--- config.mk ---
export PLATFORM = sky130hd
export DESIGN_NAME = arcade_shell_top
export DESIGN_NICKNAME = d
export VERILOG_FILES = /design/src/verilog/video_pkg.sv /design/src/verilog/shell_pkg.sv /design/src/verilog/arcade_shell_top.sv /design/src/verilog/video_formatter.sv /design/src/verilog/control_map.sv /design/src/verilog/core_reset_ctl.sv /design/src/verilog/dip_settings.sv
export SDC_FILE = /design/constraint.sdc
export NUM_CORES = 1
export LEC_CHECK = 0
export BUFFER_PORTS_ARGS = -buffer_cell sky130_fd_sc_hd__buf_2
export CAP_MARGIN = 5
export CORE_ASPECT_RATIO = 1.75
export CORE_MARGIN = 2
export CORE_UTILIZATION = 38
export CTS_CLUSTER_SIZE = 16
export DETAILED_ROUTE_END_ITERATION = 12
export GPL_TIMING_DRIVEN = 0
export PLACE_DENSITY = 0.78
export RECOVER_POWER = 50
export SYNTH_ARGS = -nofsm -noshare
export SYNTH_HDL_FRONTEND = slang
export SYNTH_SLANG_ARGS = --single-unit
--- constraint.sdc ---
create_clock -name clk_74a -period 2.1 [get_ports clk_74a]
set_input_delay 0.21 -clock clk_74a [delete_from_list [all_inputs] [get_ports clk_74a]]
set_output_delay 0.21 -clock clk_74a [all_outputs]
set_load 0.01 [all_outputs]
--- src/verilog/video_pkg.sv ---
// video types for the core side (3-3-2 colour) and the scaler side (24-bit rgb)
// core syncs are active low, scaler syncs are single-tick active high pulses

`default_nettype none

package video_pkg;

    // core colour depth
    localparam int red_width   = 3;
    localparam int green_width = 3;
    localparam int blue_width  = 2;

    // raw video from the game core
    typedef struct packed {
        logic [red_width-1:0]   r;
        logic [green_width-1:0] g;
        logic [blue_width-1:0]  b;
        logic                   hblank;
        logic                   vblank;
        logic                   hs_n;
        logic                   vs_n;
    } core_video_t;

    // video to the scaler
    typedef struct packed {
        logic [23:0] rgb;
        logic        de;
        logic        hs;
        logic        vs;
    } video_out_t;

endpackage

`default_nettype wire

--- src/verilog/shell_pkg.sv ---
// shared definitions for the host-side shell, one clock domain only
// bridge addresses are matched on the full 32-bit word, no masking
// reset hold length is in clk_74a cycles

`default_nettype none

package shell_pkg;

    ////////////////////////////////////////////////////////////////////////////
    // bridge address map, settings written by the host menu
    localparam logic [31:0] addr_ship_count  = 32'h8000_0000;
    localparam logic [31:0] addr_cabinet     = 32'h4000_0000;
    localparam logic [31:0] addr_bonus       = 32'h9000_0000;
    localparam logic [31:0] addr_difficulty  = 32'h1000_0000;
    localparam logic [31:0] addr_demo_sounds = 32'h5000_0000;
    localparam logic [31:0] addr_demo_music  = 32'h6000_0000;
    localparam logic [31:0] addr_service     = 32'h2000_0000;
    localparam logic [31:0] addr_reset_req   = 32'h3000_0000;

    // dip word defaults and layout
    localparam logic [2:0] difficulty_default = 3'd3;
    localparam int         dip_width          = 40;
    localparam logic [7:0] dip_pad            = 8'hff;

    // about 28 ms at 74.25 mhz
    localparam int reset_hold_default = 2097151;

    ////////////////////////////////////////////////////////////////////////////
    // controller key bitmap, msb first, bit 0 is dpad up
    typedef struct packed {
        logic start;
        logic select;
        logic r3;
        logic l3;
        logic r2;
        logic l2;
        logic r1;
        logic l1;
        logic y;
        logic x;
        logic b;
        logic a;
        logic right;
        logic left;
        logic down;
        logic up;
    } key_bits_t;

    // game inputs, active low except pause
    // joystick order is right, left, down, up
    typedef struct packed {
        logic [1:0] coin_n;
        logic [1:0] start_n;
        logic [3:0] p1_joy_n;
        logic [3:0] p2_joy_n;
        logic       p1_fire_n;
        logic       p2_fire_n;
        logic       pause;
    } game_inputs_t;

    // nothing pressed
    localparam game_inputs_t game_inputs_idle = '{
        coin_n:    2'b11,
        start_n:   2'b11,
        p1_joy_n:  4'hf,
        p2_joy_n:  4'hf,
        p1_fire_n: 1'b1,
        p2_fire_n: 1'b1,
        pause:     1'b0
    };

endpackage

`default_nettype wire
--- src/verilog/arcade_shell_top.sv ---
// host-side shell of the arcade core, everything on clk_74a
// outputs feed the game core directly, all of them registered in the leaves

`timescale 1ns/1ps
`default_nettype none

module arcade_shell_top import shell_pkg::*, video_pkg::*; #(
    parameter int reset_hold_cycles = reset_hold_default
) (
    input  wire                  clk_74a,
    input  wire                  reset,
    // bridge write port
    input  wire  [31:0]          bridge_addr,
    input  wire                  bridge_wr,
    input  wire  [31:0]          bridge_wr_data,
    // data slot pulses from the host
    input  wire                  dataslot_requestwrite,
    input  wire                  dataslot_allcomplete,
    // controllers
    input  wire key_bits_t       cont1_key,
    input  wire key_bits_t       cont2_key,
    // core video
    input  wire core_video_t     core_video,
    input  wire                  pix_ce,
    // to the game core and scaler
    output wire  [dip_width-1:0] dip_sw,
    output wire                  btn_service_n,
    output wire                  core_reset,
    output game_inputs_t         game_in,
    output video_out_t           video
);

    // settings block to reset stretcher
    wire reset_req;

    ////////////////////////////////////////////////////////////////////////////
    // settings and reset
    dip_settings dip_settings0 (
        .clk_74a        (clk_74a),
        .reset          (reset),
        .bridge_addr    (bridge_addr),
        .bridge_wr      (bridge_wr),
        .bridge_wr_data (bridge_wr_data),
        .dip_sw         (dip_sw),
        .btn_service_n  (btn_service_n),
        .reset_req      (reset_req)
    );

    core_reset_ctl #(
        .hold_cycles (reset_hold_cycles)
    ) core_reset_ctl0 (
        .clk_74a               (clk_74a),
        .reset                 (reset),
        .reset_req             (reset_req),
        .dataslot_requestwrite (dataslot_requestwrite),
        .dataslot_allcomplete  (dataslot_allcomplete),
        .core_reset            (core_reset)
    );

    ////////////////////////////////////////////////////////////////////////////
    // inputs and video
    control_map control_map0 (
        .clk_74a   (clk_74a),
        .reset     (reset),
        .cont1_key (cont1_key),
        .cont2_key (cont2_key),
        .game_in   (game_in)
    );

    video_formatter video_formatter0 (
        .clk_74a    (clk_74a),
        .reset      (reset),
        .pix_ce     (pix_ce),
        .core_video (core_video),
        .video      (video)
    );

endmodule

`default_nettype wire

--- src/verilog/video_formatter.sv ---
// 3-3-2 core video to 24-bit rgb sampled on pix_ce only
// outputs hold between pixel ticks
// syncs pulse for one tick on falling hs_n/vs_n
// no sync pulse on the first tick after reset

`timescale 1ns/1ps
`default_nettype none

module video_formatter import video_pkg::*; (
    input  wire              clk_74a,
    input  wire              reset,
    input  wire              pix_ce,
    input  wire core_video_t core_video,
    output video_out_t       video
);

    logic        active;
    logic [23:0] rgb_expanded;

    logic [23:0] rgb_q;
    logic        de_q;
    logic        hs_q;
    logic        vs_q;
    // sync levels seen on the previous tick
    logic        hs_n_prev;
    logic        vs_n_prev;

    ////////////////////////////////////////////////////////////////////////////
    // colour expansion by bit replication
    assign active = !(core_video.hblank || core_video.vblank);

    assign rgb_expanded = {
        core_video.r, core_video.r, core_video.r[red_width-1 -: 2],
        core_video.g, core_video.g, core_video.g[green_width-1 -: 2],
        {(8 / blue_width){core_video.b}}
    };

    // pixel data is black during blanking
    always_ff @(posedge clk_74a) begin
        if (pix_ce) begin
            rgb_q <= active ? rgb_expanded : '0;
        end
    end

    ////////////////////////////////////////////////////////////////////////////
    // data enable and sync edges
    always_ff @(posedge clk_74a) begin
        if (reset) begin
            de_q      <= 1'b0;
            hs_q      <= 1'b0;
            vs_q      <= 1'b0;
            hs_n_prev <= 1'b0;
            vs_n_prev <= 1'b0;
        end else if (pix_ce) begin
            de_q      <= active;
            // high to low on the core sync
            hs_q      <= hs_n_prev & ~core_video.hs_n;
            vs_q      <= vs_n_prev & ~core_video.vs_n;
            hs_n_prev <= core_video.hs_n;
            vs_n_prev <= core_video.vs_n;
        end
    end

    assign video = '{rgb: rgb_q, de: de_q, hs: hs_q, vs: vs_q};

    // each channel slice carries the colour seen on the active tick
    assert property (@(posedge clk_74a) disable iff (reset)
        pix_ce && active |=> video.de
            && (video.rgb[23:21] == $past(core_video.r))
            && (video.rgb[20:18] == $past(core_video.r))
            && (video.rgb[17:16] == $past(core_video.r[2:1]))
            && (video.rgb[15:13] == $past(core_video.g))
            && (video.rgb[12:10] == $past(core_video.g))
            && (video.rgb[9:8] == $past(core_video.g[2:1]))
            && (video.rgb[7:0] == {4{$past(core_video.b)}}));

endmodule

`default_nettype wire

--- src/verilog/control_map.sv ---
// controller keys to game inputs, one register stage
// keys arrive already on clk_74a, no synchronizer here

`timescale 1ns/1ps
`default_nettype none

module control_map import shell_pkg::*; (
    input  wire          clk_74a,
    input  wire          reset,
    input  wire key_bits_t cont1_key,
    input  wire key_bits_t cont2_key,
    output game_inputs_t game_in
);

    // any face button fires
    function automatic logic fire(input key_bits_t key);
        fire = key.a | key.b | key.x | key.y;
    endfunction

    always_ff @(posedge clk_74a) begin
        if (reset) begin
            game_in <= game_inputs_idle;
        end else begin
            // player 2 in the upper bit of coin and start
            game_in <= '{
                coin_n:    ~{cont2_key.select, cont1_key.select},
                start_n:   ~{cont2_key.start, cont1_key.start},
                p1_joy_n:  ~{cont1_key.right, cont1_key.left, cont1_key.down, cont1_key.up},
                p2_joy_n:  ~{cont2_key.right, cont2_key.left, cont2_key.down, cont2_key.up},
                p1_fire_n: ~fire(cont1_key),
                p2_fire_n: ~fire(cont2_key),
                // pause stays active high
                pause:     cont1_key.l1 | cont2_key.l1
            };
        end
    end

endmodule

`default_nettype wire

--- src/verilog/core_reset_ctl.sv ---
// core reset from global reset, rom download window and a stretched host request
// a request during an active stretch is dropped, it does not restart the count
// hold_cycles must be at least 1

`timescale 1ns/1ps
`default_nettype none

module core_reset_ctl import shell_pkg::*; #(
    parameter int hold_cycles = reset_hold_default
) (
    input  wire  clk_74a,
    input  wire  reset,
    input  wire  reset_req,
    input  wire  dataslot_requestwrite,
    input  wire  dataslot_allcomplete,
    output logic core_reset
);

    localparam int                   count_bits = $clog2(hold_cycles + 1);
    localparam logic [count_bits-1:0] count_last = count_bits'(hold_cycles);

    logic                  downloading;
    logic                  stretch_active;
    logic [count_bits-1:0] hold_count;

    always_ff @(posedge clk_74a) begin
        if (reset) begin
            downloading    <= 1'b0;
            stretch_active <= 1'b0;
            hold_count     <= '0;
            core_reset     <= 1'b1;
        end else begin
            // download window, open until all slots are done
            if (dataslot_requestwrite) begin
                downloading <= 1'b1;
            end else if (dataslot_allcomplete) begin
                downloading <= 1'b0;
            end

            // stretcher, count 1..hold_cycles then go idle
            if (!stretch_active) begin
                if (reset_req) begin
                    stretch_active <= 1'b1;
                    hold_count     <= count_bits'(1);
                end
            end else if (hold_count == count_last) begin
                stretch_active <= 1'b0;
                hold_count     <= '0;
            end else begin
                hold_count <= hold_count + count_bits'(1);
            end

            // registered, so each cause shows one cycle later
            core_reset <= downloading | stretch_active;
        end
    end

    assert property (@(posedge clk_74a) disable iff (reset)
        hold_count <= count_last);

endmodule

`default_nettype wire

--- src/verilog/dip_settings.sv ---
// host menu settings decoded from bridge writes into the game dip word
// bridge_wr is a single-cycle strobe, one write per strobe
// reset_req is a one-cycle pulse, it does not toggle

`timescale 1ns/1ps
`default_nettype none

module dip_settings import shell_pkg::*; (
    input  wire                  clk_74a,
    input  wire                  reset,
    input  wire  [31:0]          bridge_addr,
    input  wire                  bridge_wr,
    input  wire  [31:0]          bridge_wr_data,
    output logic [dip_width-1:0] dip_sw,
    output logic                 btn_service_n,
    output logic                 reset_req
);

    // settings as written by the host, active high
    logic [1:0] ship_count;
    logic       cabinet;
    logic       bonus;
    logic [2:0] difficulty;
    logic       demo_sounds;
    logic       demo_music;
    logic       service;

    ////////////////////////////////////////////////////////////////////////////
    // write decode
    always_ff @(posedge clk_74a) begin
        if (reset) begin
            ship_count  <= '0;
            cabinet     <= 1'b0;
            bonus       <= 1'b0;
            difficulty  <= difficulty_default;
            demo_sounds <= 1'b0;
            demo_music  <= 1'b0;
            service     <= 1'b0;
            reset_req   <= 1'b0;
        end else begin
            // request only lives for one cycle
            reset_req <= 1'b0;
            if (bridge_wr) begin
                case (bridge_addr)
                    addr_ship_count:  ship_count  <= bridge_wr_data[1:0];
                    addr_cabinet:     cabinet     <= bridge_wr_data[0];
                    addr_bonus:       bonus       <= bridge_wr_data[0];
                    addr_difficulty:  difficulty  <= bridge_wr_data[2:0];
                    addr_demo_sounds: demo_sounds <= bridge_wr_data[0];
                    addr_demo_music:  demo_music  <= bridge_wr_data[0];
                    addr_service:     service     <= bridge_wr_data[0];
                    addr_reset_req:   reset_req   <= 1'b1;
                    // unknown address, drop it
                    default: ;
                endcase
            end
        end
    end

    ////////////////////////////////////////////////////////////////////////////
    // dip word, switches are active low on the board
    // two pad bytes at the bottom, one at the top
    assign dip_sw = {
        dip_pad,
        7'h7f,
        ~demo_music,
        ~demo_sounds,
        ~difficulty,
        ~bonus,
        ~cabinet,
        ~ship_count,
        dip_pad,
        dip_pad
    };

    assign btn_service_n = ~service;

    // host strobes are single cycle, so the pulse never stretches
    assert property (@(posedge clk_74a) disable iff (reset)
        reset_req |=> !reset_req);

endmodule

`default_nettype wire

==> flow_summary.json <==
{
  "status": "complete, no violations",
  "max_stage_delay_ns": 0.57,
  "yosysTopAreaCell": "dfxtp_1",
  "multi_input_area_mm2": 0.00139,
  "first_pass_iters": 4,
  "max_cap_viol_count": 0,
  "place_congestion": 0.847,
  "gr-usage-all-layers_pct": 15.8,
  "hp-class": "primary input to register",
  "required_ns": 2.31,
  "start_util_pct": 38.8,
  "grt_max_degree": 11,
  "powerDensity_mw_per_mm2": 707,
  "cts_tree": "done",
  "antenna_found_initial": 0,
  "syn_area_mm2": 0.00307,
  "drc": 0,
  "cp_cell_sequence": "ha_4, nand4_4, or4_4, o21ai_4, buf_4, nor3_1, a21o_1",
  "synth_edf_count": 8,
  "ys_warn_count": 0,
  "port-buffer-count": 127,
  "synth_seq_area_share_pct": 43.7,
  "tightest_slew_ns": 0.624,
  "end_kind": "register",
  "clockBufferDepth": 2,
  "drt-initial-drc-count": 69,
  "antenna_left": 0,
  "hold_viol": 0,
  "clock-root-buffer": "clkbuf_16",
  "postCtsHoldBufs": 0,
  "area_growth_pct": 37.4,
  "critPathMaxFanout": 5,
  "routedWlPerCell_um": 11.8,
  "diodes": 0,
  "cp.arrival_ns": 2.26,
  "yosys-top-cells-count": "55 x dfxtp_1, 50 x buf_4, 39 x nand2_1",
  "gr-total-overflow": 0,
  "ys_ff_latch": 63,
  "dp_slack_ns": -0.0620,
  "async_reset_ff_share_pct": 0,
  "fmax_mhz": 490,
  "cp_slowest_cell": "or4_4",
  "grt_pass1_wl_mm": 11.0,
  "drt_wl_total_mm": 7.20,
  "clk_latency_ns": 0.32,
  "yosysTopAreaCellShare_pct": 35.8,
  "timing.slew.headroom_pct": 58.2,
  "io_pins": 198,
  "syn_avg_cell_area_um2": 8.93,
  "layout.nets": 632,
  "drv_slew": 0,
  "fin_crit_sh_pct": 97.3,
  "ff_latch_area_mm2": 0.00134,
  "clk_pin_slew_ns": 0.05,
  "layout_setup_ws_ns": 0.0572,
  "grt_pass1_vias": 2691,
  "die_x_um": 72.0,
  "cpLargestDelayFamily": "simple AND/OR/NAND/NOR gates",
  "fillCellCount": 731,
  "cts.sinks": 63,
  "die_area_mm2": 0.00885,
  "critPathKind": "register to register",
  "synth_ff_type": "dfxtp_1",
  "clock_skew_ns": 0.00386,
  "fp.dieH_um": 123,
  "placedCellCount": 591,
  "synth_cells": 344,
  "cts_inserted_buffers": 9,
  "min_period_ns": 2.04,
  "critPathLaunchType": "register",
  "row_count": 43,
  "power_leakage_uw": 0.00191,
  "synth_most_common_cell": "dfxtp_1",
  "coreArea_mm2": 0.00791,
  "vias": 2938,
  "hold-worst-slack_ns": 0.0423,
  "hpwl_mm": 5.77,
  "layout.cells.non_filler": 612,
  "synthDistinctLibCells": 47,
  "critPathBufInv": 1,
  "ir_worst_vdd_mv": 0.544,
  "setup_violations": 0,
  "final_layout_size_suffix_gt1_share_pct": 32.4,
  "via_per_inst": 4.80,
  "synthTopCellsByArea": "dfxtp_1 36%, buf_4 12%, edfxtp_1 7.8%, nand2_1 4.8%, mux2i_1 3.6%",
  "cts.htree.levels": 3,
  "final_core_util_pct": 53.4
}
report_power, final:
part / switching (uW) / internal, uW
Combinational: 149 / 160
Clock: 491 / 912
Sequential: 14.5 / 1260
through the flow:
step	cell area (um^2)	power [uW]	setup TNS [ns]
after detailed placement	3930	1610	-0.248
after CTS	4220	3020	0
after floorplan	3180	1470	0
final	4220	2980	0
after global routing	4220	3090	-0.0368
after global placement	3930	1610	-0.153
flip-flops by register name, summed over array words and instances (netlist names), 2 cells and up:
signal,count
dip_settings0.ship_count,2
video_formatter0.rgb_q,8
core_reset_ctl0.hold_count,21
control_map0.game_in,15
dip_settings0.difficulty,3
kinds of logic (layout without fill, tap and decap cells):
family                     count (synthesis)  count (layout)  synth area share (%)
and+or+nand+nor                          137             137                  24.6
other                                      1              31                 0.122
buffers and inverters                     74             222                  15.2
DFF                                       63              63                  43.7
xor gates and xnor gates                   2               2                 0.570
muxes                                     12              12                  4.07
AOI/OAI and AO/OA                         54              54                  11.3
adders and majority gates                  1               1                 0.407
placed cells by master, fill, tap and decap left out, types with 11 or more instances in the layout:
cell and instances:
inv_1 15, clkbuf_1 50, a21oi_1 13, buf_4 54, nand3_1 13, dfxtp_1 55, conb_1 31, mux2i_1 11
buf_2 88, nand2_1 39, o21ai_0 14, nor2_1 20
repair_timing:
action                     4_1_cts  5_1_grt
resized for setup                1        2
gates cloned                     0        0
pin swaps                        2        2
hold endpoints to repair         0        0
setup buffers                    0        5
setup endpoints to repair        7       17
path summary, 6_finish.rpt:
| path | start | to | slack, ns | depth (start not counted) |
|---|---|---|---|---|
| worst min-delay path | cont1_key[15] | control_map0.game_in[11] | 0.04 | 2 |
| worst min register to register | dip_settings0.difficulty[2] | dip_settings0.difficulty[2] | 0.46 | 2 |
| worst max register to register | core_reset_ctl0.hold_count[0] | core_reset_ctl0.hold_count[9] | 0.06 | 7 |
| worst max-delay path | core_reset_ctl0.hold_count[0] | core_reset_ctl0.hold_count[9] | 0.06 | 7 |
layout make-up:
type                       count  area share [%]
multi-input combinational    237            33.0
sequential                    63            31.8
timing repair buffer         132            14.8
buffer                        59            9.72
clock buffer                  12            5.60
tap                           90            2.67
inverter                      15            1.33
clock inverter                 4            1.10
layer usage:
layer	global-route usage, %	wire [um]	share of wire, %
met5	0	0	0
met4	7.78	177	2.5
met3	3.42	509	7.1
met2	31.7	3980	55
met1	14.5	2540	35
(Power assumes the default switching activity.)
